**src/datapathPkg.sv**
```systemverilog
/* shared types for the single-bus datapath: the data word, the register number,
   the ALU operation codes and the two views of an instruction word */
package datapathPkg;

    typedef logic [31:0] wordT;
    typedef logic [3:0] regIndexT;

    typedef enum logic [3:0] {
        opAdd = 4'd0,
        opSub = 4'd1,
        opAnd = 4'd2,
        opOr  = 4'd3,
        opShr = 4'd4,
        opShl = 4'd5,
        opRor = 4'd6,
        opRol = 4'd7,
        opNeg = 4'd8,
        opNot = 4'd9,
        opMul = 4'd10,
        opDiv = 4'd11
    } aluOpE;

    // three-register form, e.g. add ra, rb, rc
    typedef struct packed {
        logic [4:0] opcode;
        regIndexT ra;
        regIndexT rb;
        regIndexT rc;
        logic [14:0] unused;
    } rFormatS;

    // register plus constant form, e.g. addi ra, rb, c
    typedef struct packed {
        logic [4:0] opcode;
        regIndexT ra;
        regIndexT rb;
        logic spare;         // bit 18 sits outside the constant
        logic [17:0] c18;
    } iFormatS;

    typedef union packed {
        rFormatS rForm;
        iFormatS iForm;
    } instrU;

endpackage

```
**src/registerFile.sv**
```systemverilog
/* sixteen general registers R0..R15 with one write port and one
   combinational read port, both addressed by the select-and-encode block */
module registerFile (
    input  logic                 Clock,
    input  logic                 rstN,
    input  logic                 writeEnable,
    input  datapathPkg::regIndexT writeIndex,
    input  datapathPkg::regIndexT readIndex,
    input  datapathPkg::wordT    writeData,
    output datapathPkg::wordT    readData
);

    datapathPkg::wordT regs [16];

    always_ff @(posedge Clock or negedge rstN) begin
        if (!rstN) begin
            for (int i = 0; i < 16; i++) begin
                regs[i] <= '0;
            end
        end else if (writeEnable) begin
            regs[writeIndex] <= writeData;
        end
    end

    // R0 is a normal register here, the zero behaviour lives in the bus path
    assign readData = regs[readIndex];

endmodule

```
**config.mk**
```make
export PLATFORM = sky130hd
export DESIGN_NAME = registerFile
export DESIGN_NICKNAME = d
export VERILOG_FILES = /design/src/datapathPkg.sv /design/src/registerFile.sv
export SDC_FILE = /design/constraint.sdc
export NUM_CORES = 1
export LEC_CHECK = 0
export BUFFER_PORTS_ARGS = -buffer_cell sky130_fd_sc_hd__buf_2
export CORE_ASPECT_RATIO = 1.5
export CORE_UTILIZATION = 64
export CTS_CLUSTER_DIAMETER = 50
export DETAILED_ROUTE_END_ITERATION = 10
export PLACE_DENSITY = 0.82
export RECOVER_POWER = 100
export REMOVE_ABC_BUFFERS = 1
export SKIP_CTS_REPAIR_TIMING = 1
export SYNTH_ARGS = -nofsm -noshare
export SYNTH_HDL_FRONTEND = slang
export SYNTH_SLANG_ARGS = --single-unit
```
**constraint.sdc**
```tcl
create_clock -name Clock -period 3.96 [get_ports Clock]
set_input_delay 0.792 -clock Clock [delete_from_list [all_inputs] [get_ports Clock]]
set_output_delay 0.792 -clock Clock [all_outputs]
set_load 0.01 [all_outputs]
```
Word level (Yosys, flattened, before mapping):

Cells that the tools add are included.
Widths: inputs -> output; s select.

* $add $sub $neg: 0
* $mul: 0
* divide/modulo/power cells: 0
* order comparisons: 3
* equality and inequality tests: 0
* shift-type cells: 0
* muxes and demuxes: 6
* bitwise operators: 2
* reduce and logical (&&, ||, !) cells: 1

Operator list (number)
* $bwmux 512: 1
* $bmux 32 s4: 1
* $demux 32 s4: 1
* $mux 32: 3
* $ge 5x5->1 const B: 2
* $not 4->5: 2
* $lt 5x1->1 const B: 1
* $logic_and 1x1->1: 1

* register bits: 512
* latch bits: 0
* memory bits (writable): 0
* bits in read-only memories: 0
* output and inout bits: 32
* memories: 0

Logic depth before layout (Yosys ltp):

* word-level depth: 6
* mapped depth: 5
* mapped depth without buffers: 3

Least setup slack after synthesis:

OpenSTA, ideal clock, no wires.

* kind: input to output
* start: in readIndex[0]
* end: out readData[0]
* arrival time: 2.142 ns
* required time: 3.168 ns
* path slack: 1.026 ns
* stages on the path: 5
* buffers on the path: 2
* cell sequence: buf_2 -> buf_2 -> mux4_2 -> a22oi_1 -> nand2_1

* longest elaborated chain between the ends: 4

RTL lines
* start, declared: line registerFile.sv:8 `input datapathPkg::regIndexT readIndex,`
* $not 4->5 (not written as such): line registerFile.sv:26 `assign readData = regs[readIndex];`
* $bmux 32 s4: line registerFile.sv:26
* $mux 32 (not written as such) (2 in series): line registerFile.sv:26
* end, declared: line registerFile.sv:10 `output datapathPkg::wordT readData`

No other way between the ends. The select of a mux whose other input is x is not followed.

Worst setup path after layout:

* start: in writeIndex[2]
* end: reg regs[476] (netlist bit)

* longest elaborated chain between the ends: 6

RTL lines
* start, declared: line registerFile.sv:7 `input datapathPkg::regIndexT writeIndex,`
* $not 4->5 (not written as such) *: line registerFile.sv:21 `regs[writeIndex] <= writeData;`
* $ge 5x5->1 (not written as such) or $lt 5x1->1 (tied branches): line registerFile.sv:21
* $logic_and 1x1->1 (not written as such): line registerFile.sv:21
* $mux 32 (not written as such): line registerFile.sv:21
* $demux 32 s4 *: line registerFile.sv:21
* $bwmux 512 *: line registerFile.sv:21
* end signal, assigned by index: line registerFile.sv:21
* end, declared: line registerFile.sv:13 `datapathPkg::wordT regs [16];`

Mark *: on every way between the ends. The rest lies on a longest branch, timed or not.
A chain may end at the register's enable or synchronous reset.

==> summary by stage <==
Timing
Static timing analysis puts the maximum clock frequency at 272 MHz. Setup violations remaining at the end of the flow were counted as 0. The number of slew-limit violations in the final report is 317. Between clock sinks in the finished design, the worst skew comes to 0 ns. For the finished layout, the period the worst path requires is 3.67 ns. The worst slew margin relative to its limit is -98.2%. The total negative slack for setup checks is 0 ns.

The final hold violation count came to 0. The fraction of the cycle the final worst path needs is approximately 93%. Setup repair after global routing left no endpoint under its margin. At the pin with the least slew margin, the transition time is 2.97 ns. The worst hold slack is 0.490 ns.

Logic synthesis
After synthesis, flip-flops and latches occupy 56.3% of the total area. The count of yosys warnings during synthesis is 0. Yosys mapped the design onto 18 distinct sky130hd cell types. The flip-flop and latch count after synthesis is 512. In this run the mean area of a mapped cell was 16.2 um^2. The synthesized netlist occupies a cell area of 22800 um^2. The number of instances in the synthesized netlist is ~1400.

Place
The routability congestion estimate from global placement is 0.764. Detailed placement finished with a half-perimeter wire length of 29000 um. The count of port buffers added during placement is 74.

Global routing
Global routing consumed, over all layers together, 30.1% of the routing resources. The maximum number of pins on one net before global-route repair is 110. The first global-routing pass estimated 81200 um of wire. The fraction of met2 tracks used by global routing is about half. The initial antenna violation count is 2. The number of global-route vias before repair is 13900.

The met3 layer usage reported by global route is around 4%. The met1 track demand over resource in global routing is 41.4%. The global-route layer with the greatest usage is met2. The overflow left after global routing is 0.

Setup path
The capturing element type of the critical path is a flip-flop. In this run the worst path has a maximum fanout of 19. The critical path is of the input pin to flip-flop type. The kind of launch point of the worst setup path is an input pin. For the worst setup path, the data required time is 4.39 ns. At the worst endpoint, the arrival time is 4.10 ns.

Drt
Summing over every cut layer, the via total after detailed routing is 12800. The final routed wire length divided by cell count is about 26 um. The post-route DRC violation count is 0. Summed over all layers, the routed wires come to ~50000 um.

The number of vias per cell after detailed routing is 6.54. The first detailed-routing pass ran for 5 iterations. The number of nets with antenna violations after detailed routing is 0. In this run, the number of DRC markers left after iteration 0 of detailed routing was 869.

Cells and area
The fraction of final layout cells sized beyond drive strength 1 is 53.0%. regs holds more flip-flops than any other register. The growth of design area from synthesis to finish is 11.2%. The largest registers in the layout are regs x512. The number of flip-flops under the largest register name is between 500 and 600. The net count of the finished layout is roughly 1500. For this run, the share of the core covered by cells in the final layout is 72.1%.

Power
VDD sags by at most 0.416 mV. The leakage power figure is 10.8 nW. Dividing total power by cell area gives a power density of 569 nW/um^2.

Clock tree
The deepest level of the CTS H-tree is 2. The cell at the root of the clock tree is sky130_fd_sc_hd__clkbuf_16. For the worst-skew pair, the clock arrives at the later sink with an insertion delay of 0.55 ns. After clock tree synthesis, the clock-pin slew on the worst setup and hold paths is roughly 0.060 ns. The number of sinks on the clock net is 512. The number of clock buffers inserted by TritonCTS is 47. The TritonCTS clock tree is done. No sink is reached through more buffers than the 3 on the longest clock path.

Floorplan
The height of the die is 233 um. The number of placement rows is 84. The die covers ~36000 um^2. The I/O pin count is 75.

The total area inside the core boundary comes to 35100 um^2. The initial core utilization is between 60% and 70%. In this run the horizontal extent of the chip is 156 um.

Outcome
The run finished, with violations left. The final reports fail on capacitance limit, slew limit.

Min path
The type of the tightest min-delay check is flip-flop to flip-flop.

Job
The number of violations of the max-capacitance limit is 11.
-- cells in the mapped netlist --
cell / n / share of area, %
sky130_fd_sc_hd__and2_1: 1 / 0.027
sky130_fd_sc_hd__or3_1: 2 / 0.055
sky130_fd_sc_hd__nor3_1: 6 / 0.13
sky130_fd_sc_hd__nand2b_1: 3 / 0.082
sky130_fd_sc_hd__buf_2: 62 / 1.4
sky130_fd_sc_hd__nor2b_1: 2 / 0.055
sky130_fd_sc_hd__mux2_1: 3 / 0.15
sky130_fd_sc_hd__nor4_2: 1 / 0.055
sky130_fd_sc_hd__a22oi_1: 64 / 2.1
sky130_fd_sc_hd__dfrtp_1: 512 / 56
sky130_fd_sc_hd__nor2_1: 7 / 0.12
sky130_fd_sc_hd__or4_1: 1 / 0.033
sky130_fd_sc_hd__nand2_1: 34 / 0.56
sky130_fd_sc_hd__mux2_2: 509 / 25
sky130_fd_sc_hd__nand3_1: 2 / 0.044
sky130_fd_sc_hd__clkbuf_1: 65 / 1.1
sky130_fd_sc_hd__mux4_2: 128 / 13
sky130_fd_sc_hd__nand3b_1: 2 / 0.066
-- path summary, 6_finish.rpt --
check / from / end / slack, ns / cells past startpoint
min in group asynchronous: rstN / regs[209] / 1.18 / 1
max in group asynchronous: rstN / regs[328] / 0.88 / 2
hold / removal: regs[506] / regs[506] / 0.49 / 1
setup reg to reg: regs[129] / regs[129] / 3.10 / 1
hold reg to reg: regs[506] / regs[506] / 0.49 / 1
setup / recovery: writeIndex[2] / regs[476] / 0.29 / 5
-- routing by layer --
metal  vias up  wire length [um]
met5         -                12
met3       112              2270
met1      7023             21300
li1       5335                 -
met2       329             26300
met4         2              1550
-- report_power, final --
part           internal [W]  switching, W  total [W]
logic               0.00158      0.000938    0.00252
registers           0.00645      0.000622    0.00707
clock network       0.00288       0.00193    0.00480
-- per-stage QoR --
stage / std cells / worst slack [ns] / area, um^2 / total power (W)
final: 1958 / 0.285 / 25300 / 0.0144
after global routing: 1957 / 0.269 / 25300 / 0.0150
after CTS: 1957 / 0.637 / 25600 / 0.0145
after detailed placement: 1872 / 0.643 / 23900 / 0.00968
after global placement: 1872 / 0.665 / 23900 / 0.00947
after floorplan: 1277 / 0.186 / 22200 / 0.00878
-- critical path: stages --
cell and delay [ns]:
sky130_fd_sc_hd__clkbuf_1 0.26, sky130_fd_sc_hd__nand2b_1 0.28, sky130_fd_sc_hd__or3_1 0.78, sky130_fd_sc_hd__clkbuf_1 1.53
sky130_fd_sc_hd__mux2_2 0.45
-- cell usage in the layout (no fill, tap or decap), types with 2 or more instances in the layout --
| master | synthesis | layout |
|---|---|---|
| sky130_fd_sc_hd__a22oi_1 | 64 | 64 |
| sky130_fd_sc_hd__buf_12 | 0 | 16 |
| sky130_fd_sc_hd__buf_2 | 62 | 41 |
| sky130_fd_sc_hd__buf_4 | 0 | 4 |
| sky130_fd_sc_hd__bufinv_16 | 0 | 6 |
| sky130_fd_sc_hd__clkbuf_1 | 65 | 60 |
| sky130_fd_sc_hd__clkbuf_16 | 0 | 49 |
| sky130_fd_sc_hd__clkbuf_2 | 0 | 8 |
| sky130_fd_sc_hd__clkbuf_8 | 0 | 13 |
| sky130_fd_sc_hd__clkinv_2 | 0 | 8 |
| sky130_fd_sc_hd__dfrtp_1 | 512 | 512 |
| sky130_fd_sc_hd__mux2_1 | 3 | 9 |
| sky130_fd_sc_hd__mux2_2 | 509 | 503 |
| sky130_fd_sc_hd__mux4_2 | 128 | 128 |
| sky130_fd_sc_hd__nand2_1 | 34 | 34 |
| sky130_fd_sc_hd__nand2b_1 | 3 | 3 |
| sky130_fd_sc_hd__nand3_1 | 2 | 2 |
| sky130_fd_sc_hd__nand3b_1 | 2 | 2 |
| sky130_fd_sc_hd__nor2_1 | 7 | 3 |
| sky130_fd_sc_hd__nor2_4 | 0 | 4 |
| sky130_fd_sc_hd__nor3_1 | 6 | 6 |
-- cell type report --
cell class | count | area, um^2
clock inverter | 15 | 229
sequential | 512 | 12800
clock buffer | 70 | 1430
timing repair buffer | 122 | 812
fill | 2275 | 9790
tap | 473 | 592
antenna | 1 | 2.50
multi-input combinational | 765 | 9450
-- cells by family (layout without fill, tap and decap cells) --
family | after synthesis | in the layout | synth area share, %
buffers and inverters | 127 | 207 | 2.43
AOI/OAI and AO/OA | 64 | 64 | 2.11
muxes | 640 | 640 | 38.0
and+or+nand+nor | 61 | 61 | 1.23
other | 0 | 1 | 0
DFF | 512 | 512 | 56.3
No activity file was read; power rests on OpenSTA's default activity.
