==> config.mk <==
export PLATFORM = sky130hd
export DESIGN_NAME = selectEncode
export DESIGN_NICKNAME = d
export VERILOG_FILES = /design/src/datapathPkg.sv /design/src/selectEncode.sv
export SDC_FILE = /design/constraint.sdc
export NUM_CORES = 1
export LEC_CHECK = 0
export BUFFER_PORTS_ARGS = -buffer_cell sky130_fd_sc_hd__buf_4
export CAP_MARGIN = 20
export CORE_AREA = 2 2 39 41
export DETAILED_ROUTE_END_ITERATION = 10
export DIE_AREA = 0 0 41 43
export PLACE_DENSITY = 0.86
export REMOVE_ABC_BUFFERS = 1
export SYNTH_ARGS = -nofsm -noshare
export SYNTH_HDL_FRONTEND = slang
export SYNTH_SLANG_ARGS = --single-unit
==> constraint.sdc <==
create_clock -name vclk -period 1.8
set_input_delay 0.18 -clock vclk [all_inputs]
set_output_delay 0.18 -clock vclk [all_outputs]
set_load 0.02 [all_outputs]
==> src/datapathPkg.sv <==
/* shared types for the single-bus datapath: the data word, the register number,
   the ALU operation codes and the two views of an instruction word */
package datapathPkg;

    typedef logic [31:0] wordT;
    typedef logic [3:0] regIndexT;

    typedef enum logic [3:0] {
        opAdd = 4'd0,
        opSub = 4'd1,
        opAnd = 4'd2,
        opOr  = 4'd3,
        opShr = 4'd4,
        opShl = 4'd5,
        opRor = 4'd6,
        opRol = 4'd7,
        opNeg = 4'd8,
        opNot = 4'd9,
        opMul = 4'd10,
        opDiv = 4'd11
    } aluOpE;

    // three-register form, e.g. add ra, rb, rc
    typedef struct packed {
        logic [4:0] opcode;
        regIndexT ra;
        regIndexT rb;
        regIndexT rc;
        logic [14:0] unused;
    } rFormatS;

    // register plus constant form, e.g. addi ra, rb, c
    typedef struct packed {
        logic [4:0] opcode;
        regIndexT ra;
        regIndexT rb;
        logic spare;         // bit 18 sits outside the constant
        logic [17:0] c18;
    } iFormatS;

    typedef union packed {
        rFormatS rForm;
        iFormatS iForm;
    } instrU;

endpackage

==> src/selectEncode.sv <==
/* turns the IR register fields and the gra/grb/grc strobes into one register
   index for the register file, and builds the sign-extended immediate for cOut */
module selectEncode (
    input  datapathPkg::instrU    instr,
    input  logic                  gra,
    input  logic                  grb,
    input  logic                  grc,
    input  logic                  rIn,
    input  logic                  rOut,
    input  logic                  baOut,
    output logic                  writeEnable,
    output datapathPkg::regIndexT regIndex,
    output logic                  readZero,
    output datapathPkg::wordT     immediate
);

    datapathPkg::regIndexT raField;
    datapathPkg::regIndexT rbField;
    datapathPkg::regIndexT rcField;

    assign raField = instr.rForm.ra;
    assign rbField = instr.rForm.rb;
    assign rcField = instr.rForm.rc;

    // only one field strobe is raised at a time, so a plain OR does the select
    assign regIndex = ({4{gra}} & raField)
                    | ({4{grb}} & rbField)
                    | ({4{grc}} & rcField);

    assign writeEnable = rIn;

    // base-address read, r0 stands for the constant zero
    // a plain rOut still reads r0 as stored
    assign readZero = baOut & ~rOut & (regIndex == 4'd0);

    assign immediate = {{14{instr.iForm.c18[17]}}, instr.iForm.c18};

endmodule

; Word-level counts from Yosys, hierarchy flattened
; Index checks and enable logic that the tools add are counted.
[totals]
ff_bits = 0
latch_bits = 0
ramBits = 0
mem_bits_ro = 0
input_bits = 38
memories = 0
[classes]
addsub = 0
mul = 0
div_mod_pow = 0
magnitude_cmp = 0
n_eq_ne = 0
shift = 0
muxes = 0
bitwise_logic = 8
n_reduce_logical = 1
[op_table]
columns = op, count
row1 = 4-bit AND, 3
row2 = 4-bit bitwise OR, 2
row3 = 4-bit logical NOT, 1
row4 = 1-bit AND, 2
row5 = 1-bit NOT, 1

; Longest topological paths before layout
; Gate-level depths: netlist of run 1.
[logic_depth]
depth_word = 5
depth_mapped = 3
ltp_nobuf = 3

; Least setup slack after synthesis of run 1
; No wires, ideal clock.
[synth_path]
path_kind = input port to output port
startpoint = in gra
endpoint = out readZero
t_arrival_ps = 1040
required_time_ps = 1620
slack_ps = 580
stages = 3
path_buffers = 0
cell_sequence = a222oi_1 inv_1 nor3_2
[synth_via]
elab_chain_len = 5
[synth_lines]
columns = item, line
row1 = from (decl), selectEncode.sv:5  ; input logic gra,
row2 = 4-bit AND, selectEncode.sv:26  ; assign regIndex = ({4{gra}} & raField)
row3 = 4-bit bitwise OR, selectEncode.sv:27  ; | ({4{grb}} & rbField)
row4 = 4-bit bitwise OR, selectEncode.sv:28  ; | ({4{grc}} & rcField);
row5 = net regIndex[2], selectEncode.sv:12  ; output datapathPkg::regIndexT regIndex,
row6 = 4-bit logical NOT, selectEncode.sv:34  ; assign readZero = baOut & ~rOut & (regIndex == 4'd0);
row7 = 1-bit AND, selectEncode.sv:34
row8 = to (decl), selectEncode.sv:13  ; output logic readZero,
; The timed path passes the listed nets, and every way through them passes these cells.

; Final worst setup path of run 1
[layout_path]
startpoint = in gra
endpoint = out readZero
[layout_via]
elab_chain_len = 5
[layout_lines]
columns = item, line
row1 = 4-bit AND, selectEncode.sv:26
row2 = 4-bit bitwise OR, selectEncode.sv:27
row3 = 4-bit bitwise OR, selectEncode.sv:28
row4 = 4-bit logical NOT, selectEncode.sv:34
row5 = 1-bit AND, selectEncode.sv:34
; Every way passes these cells.

==> results.cfg, run 1 <==
[logic_synthesis]
synth_top_area_cell = buf_4
yosysWarnings = 0
synthesis.area_um2 = 321.6
synth.area.top_cells = buf_4 77%, a222oi_1 12%, inv_1 4.7%, nor3_2 3.1%, nand4b_1 2.7%
synth_top_area_share_pct = 77.04
avgSynthCellArea_um2 = 7.478
synth.distinct_cells = 5
ys_seq_area_share_pct = 0
netlist_instances = 43

[final_layout]
diodes = 0
seq_cells = 0
fin_nets = 89
fill_cells = 158
drive_above_1_share_pct = 81.63
layout.area.seq_um2 = 0
clock_buffer_count = 0
fin_util_pct = 27.94
syn2layout_area_growth_pct = 20.23

[detailed_routing]
routed_wl_mm = 1.119
drc_errors = 0
first_pass_iters = 4
via_per_inst = 4.646
num_vias = 302
antenna_left = 0
drt-initial-drc-count = 8
wl_per_cell_um = 17.22

[critical_path]
path_common_cell = buf_4
critical_path_buf_inv_count = 2
crit_slowest_cell = a222oi_1
path_depth = 5
startpoint_type = input port
cp_max_fo = 4
path_delay_family = compound AO/OA/AOI/OAI gates
cp.arrival_ns = 1.16
crit_chain = buf_4, a222oi_1, nand4b_1, nor3_2, buf_4
crit_path_end_kind = output pin
critPathRequiredTime_ns = 1.62
max_stage_delay_ns = 0.38
critical_path_class = input port to output pin

[pwr]
power.share.switching_pct = 50.91
p_comb_share_pct = 100.0
p_leak_nw = 0.2180
pwr-share-clk_pct = 0
switching_power_w = 0.00006578
power_frac_seq_pct = 0
vdd_drop_max_mv = 0.09478
p_per_area_nw_per_um2 = 334.2
internal_power_w = 0.00006342

[timing]
slew_headroom_pct = 75.22
hold_viol = 0
whs_ns = 0.3600
period_minus_slack_ns = 1.344
setup_viol = 0
maxSlewViolCount = 0
max_freq_mhz = 744.2
post-route-period-util_pct = 74.65
rsz0062_at_grt = false
worst_pin_slew_ns = 0.3717
setup_tns_ns = 0

[floorplan]
num_rows = 14
fp.dieH_um = 43
initial_core_util_pct = 23.24
pin_count = 76
die_w_um = 41
die-area_um2 = 1763
fp.coreArea_um2 = 1384

[global_routing]
overflow = 0
grt_usage_pct = 11.79
grt_pass1_wl_mm = 1.386
first_global_vias = 293
antenna_found_initial = 0
grt_max_degree = 17

[hold_path]
hold_depth = 0
hold_class = input port to output pin

[placement]
dpl.hpwl_um = 982.4
numPortBuffers = 39
gp_congestion = 0.7686

[job]
cap_violations = 0

[clock_tree]
hold_buffers = 0
cts_setup_buffers = 0
cts_resized = 0

[run_status]
outcome = finished clean
==> cells by family (layout without fill, tap and decap cells) <==
| kind of cell | Yosys count | in the layout | share of synthesized area [%] |
|---|---|---|---|
| AOI/OAI and AO/OA | 4 | 4 | 12.45 |
| buffers and inverters | 37 | 43 | 81.71 |
| and+or+nand+nor | 2 | 2 | 5.837 |
==> cell type report <==
cell class | count | area, um2 | share of cell area (%)
Tap cell | 16 | 20.02 | 5.178
Timing Repair Buffer | 39 | 292.8 | 75.73
Multi-Input combinational cell | 6 | 58.81 | 15.21
Inverter | 4 | 15.01 | 3.883
==> cells in the mapped netlist (all sizes together) <==
cell / instances
buf: 33
inv: 4
nand4b: 1
nor3: 1
a222oi: 4
==> metal layers <==
metal | GRT usage, % | vias to the layer above | part of all wire (%)
li1 | - | 123 | -
met1 | 12.34 | 118 | 31
met2 | 13.13 | 61 | 30
met3 | 19.37 | 0 | 38
met4 | 0 | 0 | 0
met5 | 0 | - | 0
==> placed cells by master (no fill, tap or decap) <==
| cell type | n |
|---|---|
| a222oi_1 | 4 |
| inv_1 | 4 |
| buf_4 | 39 |
| nor3_2 | 1 |
| nand4b_1 | 1 |
==> path summary, 6_finish.rpt <==
path / startpoint / to / slack, ns
worst min-delay path: rIn / writeEnable / 0.36
worst max-delay path: gra / readZero / 0.46
==> stage by stage <==
step	total power [W]	setup slack (ns)	cells	cell area [um2]
after detailed placement	0.0001307	0.4403	65	386.6
after global placement	0.0001292	0.4759	65	386.6
after floorplan	0.00002305	0.5802	10	73.82
after CTS	0.0001311	0.4383	65	386.6
after global routing	0.0001400	0.3780	65	386.6
final	0.0001292	0.4563	65	386.6
==> power groups by stage <==
stage / Clock [W] / Combinational, W / Sequential (W)
floorplan: 0 / 0.0000231 / 0
global placement: 0 / 0.000129 / 0
detailed placement: 0 / 0.000131 / 0
CTS: 0 / 0.000131 / 0
global route: 0 / 0.000140 / 0
finish: 0 / 0.000129 / 0
Note: power is estimated with default switching activity, not from simulation.
==> run 2: changes to the inputs <==
--- a/config.mk
+++ b/config.mk
@@ -7,9 +7,9 @@
 export LEC_CHECK = 0
 export BUFFER_PORTS_ARGS = -buffer_cell sky130_fd_sc_hd__buf_4
 export CAP_MARGIN = 20
-export CORE_AREA = 2 2 39 41
+export CORE_MARGIN = 2
+export CORE_UTILIZATION = 24
 export DETAILED_ROUTE_END_ITERATION = 10
-export DIE_AREA = 0 0 41 43
 export PLACE_DENSITY = 0.86
 export REMOVE_ABC_BUFFERS = 1
 export SYNTH_ARGS = -nofsm -noshare
==> constraint.sdc (replaced) <==
create_clock -name vclk -period 1.4
set_input_delay 0.14 -clock vclk [all_inputs]
set_output_delay 0.14 -clock vclk [all_outputs]
set_load 0.02 [all_outputs]
==> run 2 against run 1 <==
  * Combinational power is 28% higher
  * Final cell count is 1.5% lower
  * Total power is 28% higher
  * Final area is 0.32% lower
  * Utilization is 2.4 points higher
  * Sequential share of layout area stayed put
  * Worst hold slack worse by 0.080 ns
==> results.cfg, run 2 (same netlist as run 1, synthesis figures left out) <==
[run_status]
outcome = finished clean

[clock_tree]
hold_buffers = 0
cts_resized = 0
cts_setup_buffers = 0

[critical_path]
crit_path_end_kind = output pin
critical_path_class = input port to output pin
critPathRequiredTime_ns = 1.26
cp.arrival_ns = 1.12
cp_max_fo = 2
startpoint_type = input port
path_common_cell = buf_4
startpoint = instr[24]
crit_slowest_cell = a222oi_1
path_delay_family = compound AO/OA/AOI/OAI gates
path_depth = 5
max_stage_delay_ns = 0.41
critical_path_buf_inv_count = 2
crit_chain = buf_4, a222oi_1, nand4b_1, nor3_2, buf_4

[final_layout]
clock_buffer_count = 0
seq_cells = 0
mostFrequentLayoutCell = buf_4
final_cell_mix = 39 x buf_4, 4 x a222oi_1, 4 x inv_1
syn2layout_area_growth_pct = 19.84
fin_util_pct = 30.37
fill_cells = 150
layout.area.seq_um2 = 0
design_area_um2 = 385.4
fin_nets = 89
drive_above_1_share_pct = 81.63
diodes = 0

[floorplan]
fp.coreArea_um2 = 1269
fp.dieH_um = 40.61
initial_core_util_pct = 25.35
num_rows = 13
die_w_um = 40.61
die-area_um2 = 1649
pin_count = 76

[timing]
maxSlewViolCount = 0
period_minus_slack_ns = 1.257
max_freq_mhz = 795.6
hold_viol = 0
rsz0062_at_grt = false
slew_headroom_pct = 74.16
worst_pin_slew_ns = 0.3876
post-route-period-util_pct = 89.78
setup_tns_ns = 0
setup_viol = 0

[placement]
place_area_um2 = 385.4
gp_congestion = 0.6767
numPortBuffers = 39

[pwr]
p_per_area_nw_per_um2 = 429.2
power.total_w = 0.0001654
p_leak_nw = 0.2180
vdd_drop_max_mv = 0.08491

[global_routing]
grt_pass1_wl_mm = 1.380
grt_usage_pct = 13.18
antenna_found_initial = 0
first_global_vias = 271
grt_max_degree = 17
overflow = 0

[detailed_routing]
drt-initial-drc-count = 10
num_vias = 304
first_pass_iters = 3
via_per_inst = 4.750
drc_errors = 0
wl_per_cell_um = 16.81
routed_wl_mm = 1.076
antenna_left = 0

[hold_path]
hold_class = input port to output pin
hold_depth = 0
holdCritStartpoint = rIn
worstHoldEndpoint = writeEnable

[job]
cap_violations = 0
run 2: cell counts in the layout (fill, tap and decap cells not counted):
No cell type changed its count.
run 2: routing by layer:
metal / GRT usage [%] / wire, um
met5: 0 / 0
met3: 18.89 / 393
met2: 15.87 / 348
met4: 0 / 0
met1: 13.78 / 333
run 2: worst max-delay path by stage:
stage	end	slack, ns
final	readZero	0.14
after global routing	readZero	0.03
after floorplan	readZero	0.26
after global placement	readZero	0.16
after detailed placement	readZero	0.09
after CTS	readZero	0.09
run 2: power by group:
part | switching (W) | internal, W | leakage, nW
Combinational | 0.0000839 | 0.0000815 | 0.218
Sequential | 0 | 0 | 0
Clock | 0 | 0 | 0
run 2: stage by stage:
stage	hold WS (ns)	worst slack, ns	std cells
after global placement	0.2801	0.1602	64
after CTS	0.2801	0.09183	64
final	0.2800	0.1431	64
after detailed placement	0.2801	0.09412	64
after global routing	0.2801	0.02669	64
after floorplan	0.2800	0.2602	10
run 2: area by class of cell:
type / count / area [um2] / share of cell area [%]
Inverter: 4 / 15.01 / 3.896
Multi-Input combinational cell: 6 / 58.81 / 15.26
Tap cell: 15 / 18.77 / 4.870
Timing Repair Buffer: 39 / 292.8 / 75.97
==> run 3: changes to the inputs <==
--- a/config.mk
+++ b/config.mk
@@ -10,7 +10,7 @@
 export CORE_MARGIN = 2
 export CORE_UTILIZATION = 24
 export DETAILED_ROUTE_END_ITERATION = 10
-export PLACE_DENSITY = 0.86
+export PLACE_DENSITY = 0.95
 export REMOVE_ABC_BUFFERS = 1
 export SYNTH_ARGS = -nofsm -noshare
 export SYNTH_HDL_FRONTEND = slang
==> run 3 against run 2 <==
  * Global-route usage down 1.2 points
  * Count of clock-buffer cells in the layout unchanged
  * Via count up 0.66%
  * Utilization unchanged
  * Die area unchanged
  * Worst hold slack unchanged
  * First-iteration DRC count up 20%
  * Critical path depth unchanged
  * Critical path type unchanged
  * Largest cell class unchanged
==> results.cfg, run 3 (same netlist as run 1, synthesis figures left out) <==
[floorplan]
fp.coreArea_um2 = 1269
die_w_um = 40.61
die-area_um2 = 1649
initial_core_util_pct = 25.35
fp.dieH_um = 40.61
pin_count = 76
num_rows = 13

[detailed_routing]
antenna_left = 0
drt-initial-drc-count = 12
via_per_inst = 4.781
wl_per_cell_um = 16.81
num_vias = 306
first_pass_iters = 4
drc_errors = 0
routed_wl_mm = 1.076

[pwr]
p_leak_nw = 0.2180
p_per_area_nw_per_um2 = 429.8
vdd_drop_max_mv = 0.1047

[clock_tree]
cts_resized = 0
hold_buffers = 0
cts_setup_buffers = 0

[job]
cap_violations = 0

[timing]
max_freq_mhz = 777.1
maxSlewViolCount = 0
rsz0062_at_grt = false
period_minus_slack_ns = 1.287
slew_headroom_pct = 73.52
post-route-period-util_pct = 91.92
setup_viol = 0
setup_tns_ns = 0
hold_viol = 0
worst_pin_slew_ns = 0.3971
whs_ns = 0.2800

[critical_path]
critPathRequiredTime_ns = 1.26
startpoint_type = input port
cp.arrival_ns = 1.15
critical_path_class = input port to output pin
crit_path_end_kind = output pin
cp_max_fo = 4

[final_layout]
drive_above_1_share_pct = 81.63
fin_nets = 89
final_cell_mix = 39 x buf_4, 4 x a222oi_1, 4 x inv_1
syn2layout_area_growth_pct = 19.84
seq_cells = 0
clock_buffer_count = 0
diodes = 0
mostFrequentLayoutCell = buf_4
layout.area.seq_um2 = 0

[global_routing]
grt_pass1_wl_mm = 1.248
grt_usage_pct = 11.94
first_global_vias = 238
grt_max_degree = 17
antenna_found_initial = 0
overflow = 0

[hold_path]
hold_class = input port to output pin

[placement]
gp_congestion = 0.8074
dpl.hpwl_um = 939.7
numPortBuffers = 39

[run_status]
outcome = finished clean
-- run 3: cell counts in the layout (fill, tap and decap cells not counted) --
Identical to the previous run, type by type.
-- run 3: critical path, stage by stage --
cell and delay, ns:
buf_4 0.12, a222oi_1 0.40, nand4b_1 0.17, nor3_2 0.14, buf_4 0.16
-- run 3: path summary, 6_finish.rpt --
check                 startpoint     endpoint  cells past startpoint
worst min-delay path         rIn  writeEnable                      0
worst max-delay path         gra     readZero                      5
-- run 3: cell type report --
class                      count  area (um2)
inverter                       4       15.01
multi-input combinational      6       58.81
tap                           15       18.77
timing repair buffer          39       292.8
fill                         147       883.3
-- run 3: through the flow --
stage                     setup WS [ns]  cells  total power [W]  cell area [um2]  util (%)
after CTS                       0.08823     64        0.0001673            385.4     30.37
after global placement           0.1923     64        0.0001645            385.4     30.37
after floorplan                  0.2602     10       0.00002964            73.82         -
final                            0.1132     64        0.0001656            385.4     30.37
after detailed placement        0.08839     64        0.0001670            385.4     30.37
after global routing            0.01907     64        0.0001775            385.4     30.37
-- run 3: report_power, final --
part           switching, W  internal [W]
registers                 0             0
clock network             0             0
logic             0.0000841     0.0000816
-- run 3: per-layer routing --
metal / global-route usage (%) / share of wire (%) / vias to the layer above
met1: 14.42 / 32 / 127
met3: 16.11 / 36 / 0
li1: - / - / 123
met2: 12.70 / 33 / 56
met5: 0 / 0 / -
met4: 0 / 0 / 0
