===== config.mk =====
export PLATFORM = sky130hd
export DESIGN_NAME = busMux
export DESIGN_NICKNAME = d
export VERILOG_FILES = /design/src/datapathPkg.sv /design/src/busMux.sv
export SDC_FILE = /design/constraint.sdc
export NUM_CORES = 1
export LEC_CHECK = 0
export BUFFER_PORTS_ARGS = -buffer_cell sky130_fd_sc_hd__buf_2
export CAP_MARGIN = 20
export CELL_PAD_IN_SITES_DETAIL_PLACEMENT = 1
export CELL_PAD_IN_SITES_GLOBAL_PLACEMENT = 1
export CORE_AREA = 2 2 117 119
export DETAILED_ROUTE_END_ITERATION = 10
export DIE_AREA = 0 0 119 121
export GPL_ROUTABILITY_DRIVEN = 0
export GPL_TIMING_DRIVEN = 0
export PLACE_DENSITY_LB_ADDON = 0.1
export SYNTH_ARGS = -nofsm -noshare
export SYNTH_HDL_FRONTEND = slang
export SYNTH_SLANG_ARGS = --single-unit
export TNS_END_PERCENT = 50

===== constraint.sdc =====
create_clock -name vclk -period 1.2
set_clock_uncertainty 0.1 [all_clocks]
set_input_delay 0.24 -clock vclk [all_inputs]
set_output_delay 0.24 -clock vclk [all_outputs]
set_load 0.05 [all_outputs]

===== src/datapathPkg.sv =====
/* shared types for the single-bus datapath: the data word, the register number,
   the ALU operation codes and the two views of an instruction word */
package datapathPkg;

    typedef logic [31:0] wordT;
    typedef logic [3:0] regIndexT;

    typedef enum logic [3:0] {
        opAdd = 4'd0,
        opSub = 4'd1,
        opAnd = 4'd2,
        opOr  = 4'd3,
        opShr = 4'd4,
        opShl = 4'd5,
        opRor = 4'd6,
        opRol = 4'd7,
        opNeg = 4'd8,
        opNot = 4'd9,
        opMul = 4'd10,
        opDiv = 4'd11
    } aluOpE;

    // three-register form, e.g. add ra, rb, rc
    typedef struct packed {
        logic [4:0] opcode;
        regIndexT ra;
        regIndexT rb;
        regIndexT rc;
        logic [14:0] unused;
    } rFormatS;

    // register plus constant form, e.g. addi ra, rb, c
    typedef struct packed {
        logic [4:0] opcode;
        regIndexT ra;
        regIndexT rb;
        logic spare;         // bit 18 sits outside the constant
        logic [17:0] c18;
    } iFormatS;

    typedef union packed {
        rFormatS rForm;
        iFormatS iForm;
    } instrU;

endpackage


===== src/busMux.sv =====
/* picks the one driver of the shared bus from the out strobes
   the sequencer raises at most one strobe, with none the bus is zero */
module busMux (
    input  logic              pcOut,
    input  logic              mdrOut,
    input  logic              zHighOut,
    input  logic              zLowOut,
    input  logic              hiOut,
    input  logic              loOut,
    input  logic              rOut,
    input  logic              cOut,
    input  datapathPkg::wordT pc,
    input  datapathPkg::wordT mdr,
    input  datapathPkg::wordT hi,
    input  datapathPkg::wordT lo,
    input  datapathPkg::wordT regData,
    input  datapathPkg::wordT immediate,
    input  logic [63:0]       z,
    input  logic              readZero,
    output datapathPkg::wordT bus
);

    datapathPkg::wordT regSource;

    assign regSource = readZero ? '0 : regData;   // r0 under baOut

    // and-gate every source with its strobe, then OR them together
    assign bus = ({32{pcOut}} & pc)
               | ({32{mdrOut}} & mdr)
               | ({32{zHighOut}} & z[63:32])
               | ({32{zLowOut}} & z[31:0])
               | ({32{hiOut}} & hi)
               | ({32{loOut}} & lo)
               | ({32{rOut}} & regSource)
               | ({32{cOut}} & immediate);

endmodule


## After elaboration in Yosys (flattened, before gate mapping)

Index checks and enable logic that the tools add are counted.

- Mux-type cells: 1
- Bitwise logic cells: 15

Operator list:

| cell | number |
|---|---|
| bitwise AND 32 bit | 8 |
| OR 32 bit | 7 |
| two-way mux 32 bit | 1 |

- Flip-flop bits (word level): 0
- Logic and storage cells: 16
- Input bits: 265
- Output and inout port bits: 32

## Depth between registers and ports, before layout

Gate-level depths: netlist of run 1.

- Word-level depth: 8
- Mapped depth: 5
- Depth with buffers taken out: 3

## Worst setup path after synthesis of run 1

Ideal clock, no wire load.

- Kind: input -> output
- From: input loOut
- To: output bus[28]
- Required time: 0.860 ns
- Path buffers: 1
- Data arrival time: 1.181 ns
- Path slack: -0.321 ns
- Stages: 4
- Cells stage by stage: buf_2 a22o_1 a221oi_2 nand3_1

- Cells in the longest elaborated chain, start to end: 4

Ends and longest elaborated chain:

| item | line | source |
|---|---|---|
| from (decl) | busMux.sv:9 | `input logic loOut,` |
| bitwise AND 32 bit | busMux.sv:33 | `\| ({32{loOut}} & lo)` |
| OR 32 bit | busMux.sv:33 |  |
| OR 32 bit | busMux.sv:34 | `\| ({32{rOut}} & regSource)` |
| OR 32 bit | busMux.sv:35 | `\| ({32{cOut}} & immediate);` |
| to (decl) | busMux.sv:20 | `output datapathPkg::wordT bus` |

No other way between the ends.

## Worst setup path in the final report of run 1

- From: input zLowOut
- To: output bus[7]

- Cells in the longest elaborated chain, start to end: 6

Ends and longest elaborated chain:

| item | line | source |
|---|---|---|
| from (decl) | busMux.sv:7 | `input logic zLowOut,` |
| bitwise AND 32 bit | busMux.sv:31 | `\| ({32{zLowOut}} & z[31:0])` |
| OR 32 bit | busMux.sv:31 |  |
| OR 32 bit | busMux.sv:32 | `\| ({32{hiOut}} & hi)` |
| OR 32 bit | busMux.sv:33 |  |
| OR 32 bit | busMux.sv:34 |  |
| OR 32 bit | busMux.sv:35 |  |

No other way between the ends.

==> results of run 1 <==
==> layer usage <==
| layer | wire [um] | vias up |
|---|---|---|
| met5 | 0 | - |
| met4 | 36 | 0 |
| met3 | 1323 | 2 |
| met2 | 7506 | 198 |
| met1 | 5654 | 1500 |
| li1 | - | 1483 |
==> logic make-up after synthesis <==
| logic type | after synthesis | synth area share (%) |
|---|---|---|
| buf+inv | 25 | 10.08 |
| simple gates | 65 | 18.93 |
| compound gates | 96 | 70.99 |
==> power by group through the flow <==
stage	registers [mW]	clock network (mW)	logic [mW]
final	0	0	1.78
after global routing	0	0	1.90
after floorplan	0	0	0.789
after global placement	0	0	1.47
after detailed placement	0	0	1.49
after CTS	0	0	1.76
==> per-stage QoR <==
step	setup slack [ps]	util, %	std cells
2_1_floorplan	-184.7	-	186
3_3_place_gp	-777.4	26.48	659
3_5_place_dp	-726.0	26.48	659
4_1_cts	-502.9	31.13	670
5_1_grt	-531.3	31.90	674
6_report	-479.9	31.90	674
==> tightest hold or removal path: cells and delay by family <==
family	cells	cell delay, ps
and+or+nand+nor	2	110
buffers and inverters	2	220
==> layout make-up <==
cell class                      count  area [um^2]
Fill cell                        1594         8911
Multi-Input combinational cell    161         1569
Tap cell                          176        220.2
Timing Repair Buffer              312         2032
Buffer                             25        352.8
==> how the worst max path moves through the flow <==
stage | cells past startpoint | from | to
after floorplan | 3 | zHighOut | bus[28]
after global placement | 7 | readZero | bus[28]
after detailed placement | 7 | readZero | bus[28]
after CTS | 5 | zLowOut | bus[0]
after global routing | 5 | zLowOut | bus[0]
final | 6 | zLowOut | bus[7]
==> cells in the mapped netlist <==
cell / number / area (um^2)
nand2_1: 32 / 120.1
clkbuf_1: 8 / 30.03
a222oi_1: 32 / 320.3
a221oi_2: 31 / 465.5
nand3_1: 32 / 160.2
nor2b_1: 1 / 6.260
buf_6: 6 / 67.56
a22o_1: 32 / 280.3
a221oi_1: 1 / 8.760
buf_2: 11 / 55.05
==> timing repair <==
action,4_1_cts,5_1_grt
buffers inserted,5,4
setup endpoints to repair,32,32
pin swaps,25,16
gates resized for setup,118,24
cloned,6,0
==> run summary, run 1 <==
Vias in the first global route = 3583
Slew HR = 68.99%
Num ports = 297
Final Cell Area = 0.004174 mm^2
Register area share after synthesis = 0%
Vias per inst = 4.723
Cell Area, Synth = 0.001514 mm^2
Area after DPL = 0.003465 mm^2
Syn_area_per_cell = 8.140 um^2
Seq pwr share = 0%
Routed len/inst = 21.54 um
Setup_tns = -12020 ps
Clkbuf count = 0
Overall routing resource usage = 19.12%
ANT nets after route = 0
Gr ovfl total = 0
Initial antenna violation count = 0
Syn Nets = 451
WP data arrival = 1340 ps
Cts hold-fix bufs = 0
CP delay by family, top = buffers and inverters
Routed vias = 3183
Synth-to-Final Area Change = 175.7%
P per Cell Area = 426.5 mW/mm^2
GRT busiest layer = met2
Hold depth = 4
Power Total = 1.780 mW
Hold Path End = bus[31]
CP cell instances = buf_12 > clkbuf_16 > buf_4 > a222oi_1 > nand3_2 > buf_6
Seq. cell area = 0 um^2
Failing checks = setup timing
Detailed Place HPWL = 11530 um
Area of the core = 0.01309 mm^2
Yosys Warn Count = 0
Commonest cells after routing, fill and taps aside = 258 x buf_2, 32 x nand2_1, 32 x a222oi_1, 32 x a22o_1, 31 x nand3_2
HP Class = input port to output pin
Total die area = 0.01440 mm^2
Post-Route WL = 14520 um
Most common cell after layout, fill and taps aside = buf_2
Yosys cell types = 10
Internal power = 0.9075 mW
Psw = 0.8728 mW
M2 GR Usage = 36.93%
Clock power share = 0%
RSZ-0062 raised after global routing = yes
Max-slew violation count = 0
Worst slew pin tran = 465.1 ps
GRT met1 Usage = 22.61%
Max Cap Violations = 0
Fin worst setup slack = -479.9 ps
Peak Freq = 595.3 MHz
Tcrit/Tclk final = 140.0%
Sw Share = 49.02%
First-pass DRT Iterations = 6
WS Path Type = input port to output pin
Layout cells sized above 1 = 80.52%
Setup-failing EPs final = 32
Outcome = finished, violations left
Combinational group share of total power = 100.0%
Final hold viol count = 0
Largest net degree at the start of global routing = 11
Hold_sp = regData[31]
Static Leak = 2.013 nW
Met3 Usage GRT = 4.276%
WP data required = 860 ps
Initial DRC count = 202
Number of flip-flops and latches = 0
Die Y = 121 um
Die X-Extent = 119 um
Critical Path End Type = output pin
Number of nets in the layout = 765
Number of port buffers = 297
Tmin final = 1680 ps
Critical-path top delay cell = a222oi_1
Row cnt = 42
Number of cells produced by synthesis = 186
Worst Path Max Fanout = 5
Residual DRC = 0
WHS = 713.7 ps
IR drop worst, VDD = 0.1249 mV
Initial Util = 11.57%
Worst path buffer plus inverter count = 4
Crit start category = input port
N_diodes = 0
Max incr delay on CP = 400 ps
First-pass GRT wire length = 21170 um
(Power assumes the default switching activity.)
==> inputs of run 2 (changes only) <==
--- a/config.mk
+++ b/config.mk
@@ -14,6 +14,7 @@
 export DIE_AREA = 0 0 119 121
 export GPL_ROUTABILITY_DRIVEN = 0
 export GPL_TIMING_DRIVEN = 0
+export MAX_ROUTING_LAYER = met4
 export PLACE_DENSITY_LB_ADDON = 0.1
 export SYNTH_ARGS = -nofsm -noshare
 export SYNTH_HDL_FRONTEND = slang
==> run 2 against run 1 <==
Compared with the run above:
- the run still ends with setup timing left
- global-route usage rose by 0.52 points
- non-clock buffer count is the same
- utilization stayed put
==> run summary, run 2 (synthesis gave the netlist of run 1 again) <==
Final hold viol count = 0
Max-slew violation count = 0
P per Cell Area = 426.0 mW/mm^2
Largest net degree at the start of global routing = 11
Tmin final = 1669 ps
Worst Path Max Fanout = 5
WS Path Type = input port to output pin
First-pass GRT wire length = 21130 um
WP data required = 860 ps
Vias per inst = 4.728
ANT nets after route = 0
Psw = 0.8707 mW
Combinational group share of total power = 100.0%
Layout cells sized above 1 = 80.52%
Die Y = 121 um
Sw Share = 48.97%
Initial DRC count = 186
Peak Freq = 599.1 MHz
Fillers = 1594
Vias in the first global route = 3588
RSZ-0062 raised after global routing = yes
Die X-Extent = 119 um
Overall routing resource usage = 19.64%
Routed len/inst = 21.55 um
Final core occ = 31.90%
Detailed Place HPWL = 11530 um
Area of the core = 0.01309 mm^2
Failing checks = setup timing
Max Cap Violations = 0
Number of flip-flops and latches = 0
Total die area = 0.01440 mm^2
Slew HR = 68.86%
Worst slew pin tran = 467.2 ps
Post-Route WL = 14530 um
Area of the multi-input gates = 0.001569 mm^2
Hold_sp = regData[31]
Initial Util = 11.57%
Internal power = 0.9074 mW
Num ports = 297
Row cnt = 42
Routed vias = 3187
Hold depth = 4
Seq pwr share = 0%
First-pass DRT Iterations = 10
Gr ovfl total = 0
HP Class = input port to output pin
WP data arrival = 1330 ps
N_diodes = 0
IR drop worst, VDD = 0.1241 mV
Hold Path End = bus[31]
Clock power share = 0%
Initial antenna violation count = 0
Tcrit/Tclk final = 139.1%
Power Total = 1.778 mW
Most common cell after layout, fill and taps aside = buf_2
Fin worst setup slack = -469.2 ps
Cts hold-fix bufs = 0
Number of nets in the layout = 765
Outcome = finished, violations left
Crit start category = input port
Commonest cells after routing, fill and taps aside = 258 x buf_2, 32 x nand2_1, 32 x a222oi_1, 32 x a22o_1, 31 x nand3_2
Static Leak = 2.013 nW
Area after DPL = 0.003465 mm^2
Residual DRC = 0
Number of port buffers = 297
Synth-to-Final Area Change = 175.7%
Final Cell Area = 0.004174 mm^2
Setup-failing EPs final = 32
Critical Path End Type = output pin
Seq. cell area = 0 um^2
Clkbuf count = 0
[run 2: worst max path at each step]
| stage | start | to | slack, ps | cells past startpoint |
|---|---|---|---|---|
| after floorplan | zHighOut | bus[28] | -180 | 3 |
| after global placement | readZero | bus[28] | -780 | 7 |
| after global routing | zLowOut | bus[0] | -530 | 5 |
| final | zLowOut | bus[7] | -470 | 6 |
| after CTS | zLowOut | bus[0] | -500 | 5 |
| after detailed placement | readZero | bus[28] | -730 | 7 |
[run 2: routing by layer]
layer	up-vias	share of wire [%]	GRT usage, %
met5	-	0	-
li1	1486	-	-
met4	0	0.38	0.6696
met3	4	8.2	2.961
met2	201	52	36.75
met1	1496	40	23.44
[run 2: timing repair]
| action | CTS | global route |
|---|---|---|
| gates resized for setup | 118 | 24 |
| endpoints found under the setup margin | 32 | 32 |
| cloned | 6 | 0 |
| setup buffers | 5 | 4 |
| pin swaps | 25 | 16 |
[run 2: layout make-up]
| class | instances | share of cell area [%] |
|---|---|---|
| Buffer | 25 | 8.453 |
| Multi-Input combinational cell | 161 | 37.59 |
| Tap cell | 176 | 5.276 |
| Timing Repair Buffer | 312 | 48.68 |
[run 2: critical path, cell delays in order]
cell       delay, ps
buf_12           110
clkbuf_16        150
buf_4            140
a222oi_1         390
nand3_2          120
buf_6            180
[run 2: per-stage QoR]
stage | setup TNS [ps] | hold WS (ps) | setup slack, ps | std cells
after floorplan | -5335 | 588.0 | -184.7 | 186
after global placement | -22860 | 789.7 | -777.4 | 659
after detailed placement | -21640 | 795.6 | -726.0 | 659
after CTS | -12780 | 712.6 | -502.9 | 670
after global routing | -13590 | 734.0 | -531.3 | 674
final | -12000 | 713.8 | -469.2 | 674
[run 2: power groups by stage]
stage	logic, mW	clock network, mW	registers (mW)
final	1.78	0	0
after global routing	1.90	0	0
after CTS	1.76	0	0
after detailed placement	1.49	0	0
after global placement	1.47	0	0
after floorplan	0.789	0	0
==> inputs of run 3 (changes only) <==
--- a/config.mk
+++ b/config.mk
@@ -16,6 +16,7 @@
 export GPL_TIMING_DRIVEN = 0
 export MAX_ROUTING_LAYER = met4
 export PLACE_DENSITY_LB_ADDON = 0.1
+export REMOVE_ABC_BUFFERS = 1
 export SYNTH_ARGS = -nofsm -noshare
 export SYNTH_HDL_FRONTEND = slang
 export SYNTH_SLANG_ARGS = --single-unit
==> run 3 against run 2 <==
Compared with the run above:
- the flow still finishes with violations (setup timing)
- largest power group unchanged
- routed wire length rose by 9.1%
- fmax increased by 12%
- highest routed layer unchanged
- cell count fell by 3.0%
- sequential share of layout area unchanged
- critical endpoint is now bus[15]
- clock-buffer cell count is the same
- flip-flop and latch count stayed put
- critical path depth fell by 1
- first-iteration DRC count up 17%
- combinational power barely moved
==> run summary, run 3 (synthesis gave the netlist of run 1 again) <==
Fillers = 1608
First-pass DRT Iterations = 7
Max Cap Violations = 0
Residual DRC = 0
ANT nets after route = 0
Number of port buffers = 297
Largest net degree at the start of global routing = 33
Vias in the first global route = 3404
Tmin final = 1494 ps
Peak Freq = 669.2 MHz
Synth-to-Final Area Change = 168.1%
Clkbuf count = 0
Vias per inst = 4.919
Initial Util = 11.57%
WP data arrival = 1150 ps
Routed len/inst = 24.24 um
Final hold viol count = 0
Worst slew pin tran = 409.2 ps
Seq. cell area = 0 um^2
Pre-CTS WS = -874.3 ps
CP cell instances = buf_16 > a22o_1 > a221oi_2 > nand3_1 > buf_6
Worst Path Max Fanout = 8
Number of flip-flops and latches = 0
WS Path Type = input port to output pin
WP data required = 860 ps
Gr ovfl total = 0
Area of the core = 0.01309 mm^2
Crit start category = input port
Initial DRC count = 217
Detailed Place HPWL = 9011 um
Number of nets in the layout = 745
First-pass GRT wire length = 20990 um
Total die area = 0.01440 mm^2
Setup_tns = -7641 ps
Critical-path top delay cell = a22o_1
Row cnt = 42
IR drop worst, VDD = 0.2430 mV
Slew HR = 72.72%
Die X-Extent = 119 um
Cts hold-fix bufs = 0
N_diodes = 0
Hold Path End = bus[23]
Die Y = 121 um
Layout cells sized above 1 = 79.29%
Hold_sp = regData[23]
Setup-failing EPs final = 32
Commonest cells after routing, fill and taps aside = 258 x buf_2, 32 x a222oi_1, 32 x a22o_1, 32 x a221oi_2, 25 x buf_6
Critical Path End Type = output pin
Post-Route WL = 15850 um
P per Cell Area = 432.0 mW/mm^2
Initial antenna violation count = 0
Most common cell after layout, fill and taps aside = buf_2
Static Leak = 1.944 nW
HP Class = input port to output pin
Overall routing resource usage = 19.99%
Routed vias = 3217
Failing checks = setup timing
RSZ-0062 raised after global routing = yes
Fin worst setup slack = -294.4 ps
Hold depth = 4
Tcrit/Tclk final = 124.5%
Outcome = finished, violations left
Max incr delay on CP = 210 ps
Num ports = 297
Max-slew violation count = 0
## run 3: area by class of cell
cell class / count / area (um^2) / area share [%]
multi-input cells: 161 / 1498 / 36.90
repair buffers: 317 / 2341 / 57.68
well taps: 176 / 220.2 / 5.425
## run 3: power by group
group	total [mW]	leakage, nW	internal, mW	switching (mW)
sequential	0	0	0	0
clock	0	0	0	0
combinational	1.75	1.94	0.896	0.857
## run 3: how the worst max path moves through the flow
stage / from / to / slack (ps) / cells past startpoint
6_report: mdrOut / bus[15] / -290 / 5
5_1_grt: zLowOut / bus[12] / -350 / 4
4_1_cts: mdrOut / bus[15] / -340 / 5
3_5_place_dp: cOut / bus[15] / -870 / 4
3_3_place_gp: rOut / bus[6] / -2540 / 5
2_1_floorplan: rOut / bus[0] / -970 / 3
## run 3: critical path, delay by kind of cell
kind            cells  cell delay (ps)
simple gates        1              160
buf+inv             2              320
compound gates      2              420
## run 3: stage by stage
stage               power [mW]  std cells  hold slack (ps)  utilization [%]  area, um^2
floorplan               0.5811        161            774.2                -        1361
global placement         1.304        634            777.5            23.45        3068
detailed placement       1.327        635            780.4            23.71        3103
CTS                      1.659        648            723.3            29.06        3802
global route             1.862        654            724.0            31.02        4059
finish                   1.754        654            715.6            31.02        4059
## run 3: timing repair
action	4_1_cts	5_1_grt
pin swaps	46	19
buffers inserted	3	2
cloned	10	4
setup endpoints to repair	32	32
resized for setup	113	32
## run 3: routing by layer
| metal | wire length (um) | GRT usage, % |
|---|---|---|
| met4 | 180 | 1.190 |
| met5 | 0 | - |
| met3 | 1102 | 2.679 |
| met1 | 6272 | 22.67 |
| met2 | 8295 | 38.90 |
